==> src/glb_pkg.sv <==
// Tile widths, register map addresses and shared vector types
package glb_pkg;

    // ####################################################################
    // Widths
    // ####################################################################
    localparam int CGRA_DATA_WIDTH  = 16;
    localparam int CGRA_PER_GLB     = 2;
    localparam int BANK_ADDR_WIDTH  = 8;
    localparam int BANK_DEPTH       = 1 << BANK_ADDR_WIDTH;
    // One extra bit so a full bank length fits
    localparam int WORD_COUNT_WIDTH = BANK_ADDR_WIDTH + 1;
    localparam int CFG_ADDR_WIDTH   = 3;
    localparam int CFG_DATA_WIDTH   = 16;

    // ####################################################################
    // Shared types
    // ####################################################################
    typedef logic [CGRA_DATA_WIDTH-1:0]  cgra_data_t;
    typedef logic [BANK_ADDR_WIDTH-1:0]  bank_addr_t;
    typedef logic [WORD_COUNT_WIDTH-1:0] word_count_t;
    typedef logic [CGRA_PER_GLB-1:0]     col_mask_t;
    typedef logic [CFG_ADDR_WIDTH-1:0]   cfg_addr_t;
    typedef logic [CFG_DATA_WIDTH-1:0]   cfg_data_t;

    // ####################################################################
    // Register map
    // ####################################################################
    localparam cfg_addr_t REG_G2F_MUX        = 3'd0;
    localparam cfg_addr_t REG_F2G_MUX        = 3'd1;
    localparam cfg_addr_t REG_SOFT_RESET_MUX = 3'd2;
    localparam cfg_addr_t REG_G2F_START_ADDR = 3'd3;
    // Write starts the g2f DMA
    localparam cfg_addr_t REG_G2F_NUM_WORDS  = 3'd4;
    localparam cfg_addr_t REG_F2G_START_ADDR = 3'd5;
    // Write starts the f2g DMA
    localparam cfg_addr_t REG_F2G_NUM_WORDS  = 3'd6;

endpackage

==> src/glb_cfg_regs.sv <==
// Configuration registers with read-back and DMA start pulses
`timescale 1ns/1ps

module glb_cfg_regs (
    input  logic                 clk,
    input  logic                 reset,
    input  logic                 cfg_wr_en,
    input  glb_pkg::cfg_addr_t   cfg_addr,
    input  glb_pkg::cfg_data_t   cfg_wr_data,
    output glb_pkg::cfg_data_t   cfg_rd_data,
    output glb_pkg::col_mask_t   g2f_mux,
    output glb_pkg::col_mask_t   f2g_mux,
    output glb_pkg::col_mask_t   soft_reset_mux,
    output glb_pkg::bank_addr_t  g2f_start_addr,
    output glb_pkg::word_count_t g2f_num_words,
    output logic                 g2f_start,
    output glb_pkg::bank_addr_t  f2g_start_addr,
    output glb_pkg::word_count_t f2g_num_words,
    output logic                 f2g_start
);
    import glb_pkg::*;

    // Write decode, each field keeps only its own width
    always_ff @(posedge clk or posedge reset) begin
        if (reset) begin
            g2f_mux        <= '0;
            f2g_mux        <= '0;
            soft_reset_mux <= '0;
            g2f_start_addr <= '0;
            g2f_num_words  <= '0;
            f2g_start_addr <= '0;
            f2g_num_words  <= '0;
        end else if (cfg_wr_en) begin
            case (cfg_addr)
                REG_G2F_MUX:        g2f_mux        <= cfg_wr_data[CGRA_PER_GLB-1:0];
                REG_F2G_MUX:        f2g_mux        <= cfg_wr_data[CGRA_PER_GLB-1:0];
                REG_SOFT_RESET_MUX: soft_reset_mux <= cfg_wr_data[CGRA_PER_GLB-1:0];
                REG_G2F_START_ADDR: g2f_start_addr <= cfg_wr_data[BANK_ADDR_WIDTH-1:0];
                REG_G2F_NUM_WORDS:  g2f_num_words  <= cfg_wr_data[WORD_COUNT_WIDTH-1:0];
                REG_F2G_START_ADDR: f2g_start_addr <= cfg_wr_data[BANK_ADDR_WIDTH-1:0];
                REG_F2G_NUM_WORDS:  f2g_num_words  <= cfg_wr_data[WORD_COUNT_WIDTH-1:0];
                default: ;
            endcase
        end
    end

    // Start pulses, high for the cycle after the length write
    always_ff @(posedge clk or posedge reset) begin
        if (reset) begin
            g2f_start <= 1'b0;
            f2g_start <= 1'b0;
        end else begin
            g2f_start <= cfg_wr_en && (cfg_addr == REG_G2F_NUM_WORDS);
            f2g_start <= cfg_wr_en && (cfg_addr == REG_F2G_NUM_WORDS);
        end
    end

    // Read-back, zero extended; unused addresses read zero
    always_comb begin
        case (cfg_addr)
            REG_G2F_MUX:        cfg_rd_data = cfg_data_t'(g2f_mux);
            REG_F2G_MUX:        cfg_rd_data = cfg_data_t'(f2g_mux);
            REG_SOFT_RESET_MUX: cfg_rd_data = cfg_data_t'(soft_reset_mux);
            REG_G2F_START_ADDR: cfg_rd_data = cfg_data_t'(g2f_start_addr);
            REG_G2F_NUM_WORDS:  cfg_rd_data = cfg_data_t'(g2f_num_words);
            REG_F2G_START_ADDR: cfg_rd_data = cfg_data_t'(f2g_start_addr);
            REG_F2G_NUM_WORDS:  cfg_rd_data = cfg_data_t'(f2g_num_words);
            default:            cfg_rd_data = '0;
        endcase
    end

endmodule

==> src/glb_bank_mem.sv <==
// Single bank memory with registered read and shared write port
`timescale 1ns/1ps

module glb_bank_mem (
    input  logic                clk,
    input  logic                rd_en,
    input  glb_pkg::bank_addr_t rd_addr,
    output glb_pkg::cgra_data_t rd_data,
    input  logic                dma_wr_en,
    input  glb_pkg::bank_addr_t dma_wr_addr,
    input  glb_pkg::cgra_data_t dma_wr_data,
    input  logic                host_wr_en,
    input  glb_pkg::bank_addr_t host_wr_addr,
    input  glb_pkg::cgra_data_t host_wr_data
);
    import glb_pkg::*;

    cgra_data_t mem [BANK_DEPTH];

    logic       wr_en;
    bank_addr_t wr_addr;
    cgra_data_t wr_data;

    // DMA write has priority over the host
    assign wr_en   = dma_wr_en || host_wr_en;
    assign wr_addr = dma_wr_en ? dma_wr_addr : host_wr_addr;
    assign wr_data = dma_wr_en ? dma_wr_data : host_wr_data;

    always_ff @(posedge clk) begin
        if (wr_en) begin
            mem[wr_addr] <= wr_data;
        end
    end

    // One cycle read latency
    always_ff @(posedge clk) begin
        if (rd_en) begin
            rd_data <= mem[rd_addr];
        end
    end

endmodule

==> src/glb_g2f_dma.sv <==
// Read DMA streaming a block of bank words toward the array
`timescale 1ns/1ps

module glb_g2f_dma (
    input  logic                 clk,
    input  logic                 reset,
    input  logic                 start,
    input  glb_pkg::bank_addr_t  start_addr,
    input  glb_pkg::word_count_t num_words,
    output logic                 rd_en,
    output glb_pkg::bank_addr_t  rd_addr,
    input  glb_pkg::cgra_data_t  rd_data,
    output glb_pkg::cgra_data_t  strm_data,
    output logic                 strm_valid,
    output logic                 done
);
    import glb_pkg::*;

    typedef enum logic {
        G2F_IDLE,
        G2F_STREAM
    } state_t;

    state_t      state;
    bank_addr_t  addr;
    word_count_t remaining;
    logic        rd_last;
    logic        valid_last;

    // One read per cycle while streaming
    assign rd_en   = (state == G2F_STREAM);
    assign rd_addr = addr;
    assign rd_last = rd_en && (remaining == word_count_t'(1));

    // ####################################################################
    // Address and length counters
    // ####################################################################
    always_ff @(posedge clk or posedge reset) begin
        if (reset) begin
            state     <= G2F_IDLE;
            addr      <= '0;
            remaining <= '0;
        end else begin
            case (state)
                G2F_IDLE: begin
                    // Zero length never leaves idle
                    if (start && (num_words != '0)) begin
                        state     <= G2F_STREAM;
                        addr      <= start_addr;
                        remaining <= num_words;
                    end
                end
                G2F_STREAM: begin
                    addr      <= addr + bank_addr_t'(1);
                    remaining <= remaining - word_count_t'(1);
                    if (rd_last) begin
                        state <= G2F_IDLE;
                    end
                end
                default: state <= G2F_IDLE;
            endcase
        end
    end

    // Valid trails the read by the memory latency
    always_ff @(posedge clk or posedge reset) begin
        if (reset) begin
            strm_valid <= 1'b0;
            valid_last <= 1'b0;
            done       <= 1'b0;
        end else begin
            strm_valid <= rd_en;
            valid_last <= rd_last;
            done       <= valid_last ||
                          ((state == G2F_IDLE) && start && (num_words == '0));
        end
    end

    assign strm_data = strm_valid ? rd_data : '0;

endmodule

==> src/glb_f2g_dma.sv <==
// Write DMA storing a block of stream words into the bank
`timescale 1ns/1ps

module glb_f2g_dma (
    input  logic                 clk,
    input  logic                 reset,
    input  logic                 start,
    input  glb_pkg::bank_addr_t  start_addr,
    input  glb_pkg::word_count_t num_words,
    input  glb_pkg::cgra_data_t  strm_data,
    input  logic                 strm_valid,
    output logic                 wr_en,
    output glb_pkg::bank_addr_t  wr_addr,
    output glb_pkg::cgra_data_t  wr_data,
    output logic                 done
);
    import glb_pkg::*;

    typedef enum logic {
        F2G_IDLE,
        F2G_ARMED
    } state_t;

    state_t      state;
    bank_addr_t  base;
    word_count_t total;
    word_count_t count;

    // Valids outside the armed state are dropped
    assign wr_en   = (state == F2G_ARMED) && strm_valid;
    assign wr_addr = base + count[BANK_ADDR_WIDTH-1:0];
    assign wr_data = strm_data;

    always_ff @(posedge clk or posedge reset) begin
        if (reset) begin
            state <= F2G_IDLE;
            base  <= '0;
            total <= '0;
            count <= '0;
            done  <= 1'b0;
        end else begin
            done <= 1'b0;
            case (state)
                F2G_IDLE: begin
                    if (start) begin
                        base  <= start_addr;
                        total <= num_words;
                        count <= '0;
                        if (num_words == '0) begin
                            done <= 1'b1;
                        end else begin
                            state <= F2G_ARMED;
                        end
                    end
                end
                F2G_ARMED: begin
                    if (strm_valid) begin
                        count <= count + word_count_t'(1);
                        // Last word accepted
                        if (count + word_count_t'(1) == total) begin
                            state <= F2G_IDLE;
                            done  <= 1'b1;
                        end
                    end
                end
                default: state <= F2G_IDLE;
            endcase
        end
    end

endmodule

==> src/glb_strm_mux.sv <==
// Column stream fan-out, f2g column select and soft-reset routing
`timescale 1ns/1ps

module glb_strm_mux (
    input  logic                clk,
    input  logic                reset,
    input  glb_pkg::cgra_data_t g2f_dma_data,
    input  logic                g2f_dma_valid,
    output glb_pkg::cgra_data_t stream_data_g2f       [glb_pkg::CGRA_PER_GLB],
    output logic                stream_data_valid_g2f [glb_pkg::CGRA_PER_GLB],
    output glb_pkg::cgra_data_t f2g_dma_data,
    output logic                f2g_dma_valid,
    input  glb_pkg::cgra_data_t stream_data_f2g       [glb_pkg::CGRA_PER_GLB],
    input  logic                stream_data_valid_f2g [glb_pkg::CGRA_PER_GLB],
    input  logic                cgra_soft_reset,
    input  glb_pkg::col_mask_t  g2f_mux,
    input  glb_pkg::col_mask_t  f2g_mux,
    input  glb_pkg::col_mask_t  soft_reset_mux
);
    import glb_pkg::*;

    logic soft_reset_d1;

    always_ff @(posedge clk or posedge reset) begin
        if (reset) begin
            soft_reset_d1 <= 1'b0;
        end else begin
            soft_reset_d1 <= cgra_soft_reset;
        end
    end

    // ####################################################################
    // g2f fan-out
    // ####################################################################
    always_comb begin
        for (int i = 0; i < CGRA_PER_GLB; i++) begin
            stream_data_g2f[i] = g2f_mux[i] ? g2f_dma_data : '0;
            // Soft reset takes over the valid, data still follows g2f_mux
            if (soft_reset_mux[i]) begin
                stream_data_valid_g2f[i] = soft_reset_d1;
            end else begin
                stream_data_valid_g2f[i] = g2f_mux[i] && g2f_dma_valid;
            end
        end
    end

    // f2g select, highest set column wins
    always_comb begin
        f2g_dma_data  = '0;
        f2g_dma_valid = 1'b0;
        for (int i = 0; i < CGRA_PER_GLB; i++) begin
            if (f2g_mux[i]) begin
                f2g_dma_data  = stream_data_f2g[i];
                f2g_dma_valid = stream_data_valid_f2g[i];
            end
        end
    end

endmodule

==> src/glb_tile.sv <==
// Global buffer tile top with registers, bank, DMAs and stream mux
`timescale 1ns/1ps

module glb_tile (
    input  logic                clk,
    input  logic                reset,
    input  logic                cfg_wr_en,
    input  glb_pkg::cfg_addr_t  cfg_addr,
    input  glb_pkg::cfg_data_t  cfg_wr_data,
    output glb_pkg::cfg_data_t  cfg_rd_data,
    input  logic                mem_wr_en,
    input  glb_pkg::bank_addr_t mem_wr_addr,
    input  glb_pkg::cgra_data_t mem_wr_data,
    input  logic                cgra_soft_reset,
    output glb_pkg::cgra_data_t stream_data_g2f       [glb_pkg::CGRA_PER_GLB],
    output logic                stream_data_valid_g2f [glb_pkg::CGRA_PER_GLB],
    input  glb_pkg::cgra_data_t stream_data_f2g       [glb_pkg::CGRA_PER_GLB],
    input  logic                stream_data_valid_f2g [glb_pkg::CGRA_PER_GLB],
    output logic                g2f_done,
    output logic                f2g_done
);
    import glb_pkg::*;

    col_mask_t   g2f_mux, f2g_mux, soft_reset_mux;
    bank_addr_t  g2f_start_addr, f2g_start_addr;
    word_count_t g2f_num_words, f2g_num_words;
    logic        g2f_start, f2g_start;

    // Bank ports
    logic        rd_en, wr_en;
    bank_addr_t  rd_addr, wr_addr;
    cgra_data_t  rd_data, wr_data;

    // DMA side of the mux
    cgra_data_t  g2f_dma_data, f2g_dma_data;
    logic        g2f_dma_valid, f2g_dma_valid;

    glb_cfg_regs u_cfg_regs (
        .clk(clk), .reset(reset),
        .cfg_wr_en(cfg_wr_en), .cfg_addr(cfg_addr),
        .cfg_wr_data(cfg_wr_data), .cfg_rd_data(cfg_rd_data),
        .g2f_mux(g2f_mux), .f2g_mux(f2g_mux), .soft_reset_mux(soft_reset_mux),
        .g2f_start_addr(g2f_start_addr), .g2f_num_words(g2f_num_words),
        .g2f_start(g2f_start),
        .f2g_start_addr(f2g_start_addr), .f2g_num_words(f2g_num_words),
        .f2g_start(f2g_start)
    );

    glb_bank_mem u_bank_mem (
        .clk(clk),
        .rd_en(rd_en), .rd_addr(rd_addr), .rd_data(rd_data),
        .dma_wr_en(wr_en), .dma_wr_addr(wr_addr), .dma_wr_data(wr_data),
        .host_wr_en(mem_wr_en), .host_wr_addr(mem_wr_addr), .host_wr_data(mem_wr_data)
    );

    glb_g2f_dma u_g2f_dma (
        .clk(clk), .reset(reset),
        .start(g2f_start), .start_addr(g2f_start_addr), .num_words(g2f_num_words),
        .rd_en(rd_en), .rd_addr(rd_addr), .rd_data(rd_data),
        .strm_data(g2f_dma_data), .strm_valid(g2f_dma_valid), .done(g2f_done)
    );

    glb_f2g_dma u_f2g_dma (
        .clk(clk), .reset(reset),
        .start(f2g_start), .start_addr(f2g_start_addr), .num_words(f2g_num_words),
        .strm_data(f2g_dma_data), .strm_valid(f2g_dma_valid),
        .wr_en(wr_en), .wr_addr(wr_addr), .wr_data(wr_data), .done(f2g_done)
    );

    glb_strm_mux u_strm_mux (
        .clk(clk), .reset(reset),
        .g2f_dma_data(g2f_dma_data), .g2f_dma_valid(g2f_dma_valid),
        .stream_data_g2f(stream_data_g2f), .stream_data_valid_g2f(stream_data_valid_g2f),
        .f2g_dma_data(f2g_dma_data), .f2g_dma_valid(f2g_dma_valid),
        .stream_data_f2g(stream_data_f2g), .stream_data_valid_f2g(stream_data_valid_f2g),
        .cgra_soft_reset(cgra_soft_reset),
        .g2f_mux(g2f_mux), .f2g_mux(f2g_mux), .soft_reset_mux(soft_reset_mux)
    );

endmodule

==> config.mk <==
export PLATFORM = sky130hd
export DESIGN_NAME = glb_tile
export DESIGN_NICKNAME = d
export VERILOG_FILES = /design/src/glb_pkg.sv /design/src/glb_cfg_regs.sv /design/src/glb_bank_mem.sv /design/src/glb_g2f_dma.sv /design/src/glb_f2g_dma.sv /design/src/glb_strm_mux.sv /design/src/glb_tile.sv
export SDC_FILE = /design/constraint.sdc
export NUM_CORES = 2
export LEC_CHECK = 0
export BUFFER_PORTS_ARGS = -buffer_cell sky130_fd_sc_hd__clkbuf_2
export CAP_MARGIN = 10
export CORE_MARGIN = 2
export CORE_UTILIZATION = 50
export DETAILED_ROUTE_END_ITERATION = 8
export HOLD_SLACK_MARGIN = 0.1
export PLACE_DENSITY = 0.64
export SYNTH_ARGS = -nofsm -noshare
export SYNTH_HDL_FRONTEND = slang
export SYNTH_HIERARCHICAL = 1
export SYNTH_SLANG_ARGS = --single-unit
==> constraint.sdc <==
create_clock -name clk -period 5.2 [get_ports clk]
set_input_delay 0.26 -clock clk [delete_from_list [all_inputs] [get_ports clk]]
set_output_delay 0.26 -clock clk [all_outputs]
set_load 0.05 [all_outputs]
# Yosys cells after proc, flatten, opt, wreduce, memory -nomap -nowiden
# Memory sizes are Yosys's and may differ from the RTL's. A register that Yosys moved wholly into a read port is not among the register bits.
# Index checks and enable logic that the tools add are counted.
# word_totals
register_bits	92
mem_bits_rw	4096
in_bits	82
output_inout_bits	52
wordCells	97
mem_count	1
# classes
addsub	4
n_eq_ne	11
n_mux	34
n_bitwise	2
n_reduce_logical	24
# mem_list
name	depth	width	rd	rd_ports_with_merged_regs	wr	line	text
u_bank_mem.mem	256	16	1	1	1	glb_bank_mem.sv:18	cgra_data_t mem [BANK_DEPTH];
# ops
cell	count
two-way mux 16 bit	6
case mux 9 bit (7 select lines)	1
case mux 9 bit (2 select lines)	2
two-way mux 9 bit	3
zero test 9 bit	2
AND reduction 2 bit	9
two-way mux 1 bit	16
two-way mux 8 bit	2
case mux 8 bit (2 select lines)	1
adder 9 x 1 -> 9 bit, second input constant	1
== test 3 bit, second input constant	3
== test 9 x 1 -> 1 bit, second input constant	1
== test 9 bit	1
logical AND 1 bit	9
nonzero test 9 bit	1
subtractor 9 x 1 -> 9 bit, second input constant	1
adder 8 x 1 -> 8 bit, second input constant	1
adder 8 bit	1
== test 3 x 2 -> 1 bit, second input constant	2
case mux 1 bit (2 select lines)	3
inequality test 2 x 1 -> 1 bit, second input constant	2
== test 3 x 1 -> 1 bit, second input constant	1
zero test 3 bit	1
logical OR 1 bit	2
other kinds (2)	3

# Logic depth before layout (Yosys ltp)
# depth
word_depth	6
ltp_mapped	15
mapped_depth_nobuf	14

# Hierarchy
# The synthesis kept the hierarchy.
# by_module_without_submodules
mod	instances	cells_per_inst	area_each_um2	seq_area_each_um2
glb_bank_mem	1	7461	159690.7	123478.4
glb_cfg_regs	1	149	2035.7	1051.0
glb_f2g_dma	1	185	1806.7	700.7
glb_g2f_dma	1	138	1272.5	525.5
glb_strm_mux	1	67	470.5	25.0

# Least setup slack after synthesis
# OpenSTA, ideal clock, no wires.
# synth_timing
path_kind	register -> register
start	register u_cfg_regs.f2g_mux[1]
end	memory u_bank_mem/mem[0][13] (netlist bit), data pin
setup_ns	0.557
t_arrival_ns	3.823
required_ns	4.643
path_slack_ns	0.820
path_stages_with_launch	9
n_path_buf	3
period_less_slack_ns	4.380
path_cell_list	dfrtp_1 -> nor2b_4 -> a22o_1 -> nand2_1 -> inv_1 -> clkbuf_1 -> buf_1 -> buf_1 -> mux2_2
# synth_via
elab_chain_len	3
word_cells_on_any_way	4
classes_between	mux: 3; reduce/logical: 1
# synth_rtl
element	line	text
start, declared	glb_cfg_regs.sv:12	output glb_pkg::col_mask_t f2g_mux,
start signal, assigned	glb_cfg_regs.sv:36	REG_F2G_MUX: f2g_mux <= cfg_wr_data[CGRA_PER_GLB-1:0];
two-way mux 1 bit	glb_strm_mux.sv:52	if (f2g_mux[i]) begin
net f2g_dma_valid	glb_tile.sv:36	logic g2f_dma_valid, f2g_dma_valid;
logical AND 1 bit	glb_f2g_dma.sv:30	assign wr_en = (state == F2G_ARMED) && strm_valid;
net wr_en	glb_tile.sv:30	logic rd_en, wr_en;
two-way mux 16 bit	glb_bank_mem.sv:27	assign wr_data = dma_wr_en ? dma_wr_data : host_wr_data;
net u_bank_mem.wr_data[13]	glb_bank_mem.sv:22	cgra_data_t wr_data;
end, declared	glb_bank_mem.sv:18	
# The timed path passes the listed nets, and every way through them passes these cells.

==> flow_summary.ini <==
[cts]
htree_levels = 5
cts-root-buf = clkbuf_16
clk_pin_slew_ns = 0.06
cts.repair.resized = 0
worstSkewPairLatency_ns = 0.98
cts_sinks = 4204
clock_path_buffers = 4
tritoncts = built
post_cts_buffers = 0
cts-buffers-inserted = 414

[global_route]
grt_max_degree = 145
grt_use_total_pct = 25.9
grt_pass1_wl_um = 617000
first_global_vias = 82900
overflow = 0
antenna_found_initial = 28

[drt]
num_vias = 84900
drt-initial-drc-count = 12000
ant_nets = 0
drc = 0
viasPerCell = 6.34
dr.pass1.iters = 6
routed_wirelength_um = 438000
avgRoutedWirePerCell_um = 32.7

[yosys]
synthAdderAreaFrac_pct = 0.0954
synthMuxAreaShare_pct = 15.3
ys_warn_count = 6
ys_async_sr_fraction_pct = 2.19
seq_area_frac_synth_pct = 76.1
yosysTopAreaCellShare_pct = 74.7
synth_top_family_by_area = multiplexers
synth_compound_area_share_pct = 3.65
ys_top_cells_by_area = edfxtp_1, mux4_2, mux2i_1
syn_avg_cell_area_um2 = 20.7
ys.flop_type = edfxtp_1
synth_seq_cells = 4204
synth_cells = 8000
syn-cell-area_um2 = 165000
synth_edf_count = 4112
synth_cell_types = 93
yosysTopAreaCell = edfxtp_1
yosys.area_share.simple_pct = 2.60
synth-xor-area-share_pct = 0.154

[power]
totalPowerFinal_mw = 100
leakagePower_nw = 60.6
vdd_drop_max_v = 0.000452
power_density_nw_per_um2 = 535

[finish]
n_fill_cell = 23900
layout.cells.non_filler = 13400
mostFrequentLayoutCells = edfxtp_1, mux4_2, buf_4
post-route-util_pct = 56.8
drive_above_1_share_pct = 25.8
layout_commonest_cell = edfxtp_1
syn_to_final_growth_pct = 13.4
final_net_count = 8763

[placement]
dp_hpwl_um = 266000
gp_congestion = 0.914
numPortBuffers = 119
dpl_worst_slack_ns = 0.713
dp.cells = 12600

[sta]
hold_viol_final = 0
max_freq_mhz = 221
finalWorstPathRequiredPeriod_ns = 4.53
finClkSkew_ns = 0.0668
worst_pin_slew_ns = 1.18
slew_headroom_pct = 21.3
setup_viol = 0
setup_tns_ns = 0
finalWorstSetupSlack_ns = 0.665
drv_slew = 0
rsz0062_at_grt = false
period_share_pct = 87.2

[floorplanning]
dieArea_um2 = 335000
start_util_pct = 50.1
die-height_um = 579
die_w_um = 579
ioPinCount = 134
rows = 211
core-area_um2 = 330000

[worst_setup_path]
worstSetupPathType = flip-flop to flip-flop
cp_max_fo = 34
crit_required_ns = 6.00
end_kind = flip-flop
rrSetupSlack_ns = 0.67
r2r_start = u_g2f_dma/rd_addr[0]
worstSetupStartpoint = u_g2f_dma/rd_addr[0]
reg2reg_depth = 10
r2r_end = u_bank_mem/rd_data[8]
worstPathArrival_ns = 5.34
crit_path_end = u_bank_mem/rd_data[8]
crit_path_start_kind = flip-flop

[flow_run]
drv_cap = 0

[min_path]
worstHoldPathType = input pin to flip-flop
whs_path_depth = 3

[status]
outcome = completed
## sequential cells by signal, summed over array words and instances, names as in the netlist
signal / count
u_cfg_regs/g2f_start: 1
u_cfg_regs/f2g_start_addr: 8
u_strm_mux/soft_reset_d1: 1
u_g2f_dma/rd_addr: 8
u_bank_mem/mem: 4096
u_cfg_regs/f2g_num_words: 9
u_g2f_dma/strm_valid: 1
u_g2f_dma/done: 1
u_f2g_dma/done: 1
u_cfg_regs/g2f_start_addr: 8
u_f2g_dma/base: 8
u_cfg_regs/g2f_mux: 2
u_cfg_regs/f2g_start: 1
u_f2g_dma/total: 9
u_f2g_dma/count: 9
u_g2f_dma/remaining: 9
u_g2f_dma/valid_last: 1
u_f2g_dma/state: 1
u_cfg_regs/f2g_mux: 2
u_cfg_regs/g2f_num_words: 9
u_bank_mem/rd_data: 16
u_cfg_regs/soft_reset_mux: 2
u_g2f_dma/rd_en: 1
## cells by family (layout without fill, tap and decap cells)
logic type	Yosys count	in the layout
other	1	13
adders and majority gates	12	12
muxes	1460	1460
and+or+nand+nor	910	910
buffers and inverters	528	1535
AOI/OAI and AO/OA	856	856
xor gates and xnor gates	29	29
DFF	4204	4204
## worst max-delay path: stages, from the launching register on
cell and delay (ns):
dfrtp_4 0.87, buf_12 0.31, buf_12 0.17, buf_12 0.25, mux2i_1 0.12, o22ai_1 0.35, o32ai_1 0.33, nor4_1 0.66
nand4_1 0.32, or4_1 0.64, nor3_1 0.23
## Yosys cell counts, types with 16 or more instances
library cell  number
a21oi_1          157
o221ai_1         135
o22ai_1          189
nor2_1           321
xnor2_1           17
a22oi_1           54
buf_8             21
mux2i_1          505
buf_12            19
mux4_2           814
nand3_1           53
buf_2            100
o21ai_0           83
buf_1             40
nand2b_1          16
dfrtp_1           92
mux2_2           120
nor3_1           175
o32ai_1           31
o211ai_1          22
clkbuf_1         174
nand4_1           26
a221oi_1          55
buf_4             73
edfxtp_1        4112
nor4_1            24
a22o_1            46
inv_1             27
and2_1            51
mux4_1            21
buf_6             62
nand2_1          177
## layer usage
| metal | global-route usage (%) | share of wire, % | vias to the layer above |
|---|---|---|---|
| li1 | - | - | 34800 |
| met4 | 9.56 | 4.2 | 12 |
| met5 | 0 | 0.013 | - |
| met3 | 4.84 | 9.6 | 750 |
| met2 | 40.7 | 47 | 4507 |
| met1 | 36.6 | 39 | 44800 |
## where the power goes
part	leakage, nW	switching (mW)	total (mW)	internal, mW
Clock	6.34	12.6	29.0	16.5
Sequential	38.2	0.936	40.9	39.9
Combinational	16.0	19.0	30.3	11.4
Total	60.6	32.5	100	67.7
## worst min path at each step
| stage | slack [ns] | endpoint | startpoint |
|---|---|---|---|
| floorplan | -0.01 | u_strm_mux/soft_reset_d1 | reset |
| global placement | 0.14 | u_strm_mux/soft_reset_d1 | reset |
| detailed placement | 0.13 | u_strm_mux/soft_reset_d1 | reset |
| CTS | 0.10 | u_cfg_regs/f2g_start_addr[5] | cfg_wr_data[5] |
| global route | 0.15 | u_bank_mem/mem[248][8] | mem_wr_data[8] |
| finish | 0.16 | u_cfg_regs/g2f_start_addr[4] | cfg_wr_data[4] |
## layout make-up
class	instances	area (um2)	share of cell area, %
flip-flops and latches	4204	126000	67.1
multi-input cells	3274	36600	19.5
clock buffers	508	10800	5.77
repair buffers	747	6390	3.41
well taps	4366	5460	2.92
clock inverters	252	2240	1.19
inverters	28	115	0.0614
diodes	6	15.0	0.00801
## stage by stage
stage          hold slack (ns)  area (um2)
2_1_floorplan          -0.0113      165000
3_3_place_gp             0.137      174000
3_5_place_dp             0.129      174000
4_1_cts                  0.104      187000
5_1_grt                  0.148      187000
6_report                 0.158      187000
## timing repair
item	in CTS	in global routing
hold buffers	30	0
hold endpoints to repair	155	0
endpoints found under the setup margin	0	0
(Power assumes the default switching activity.)
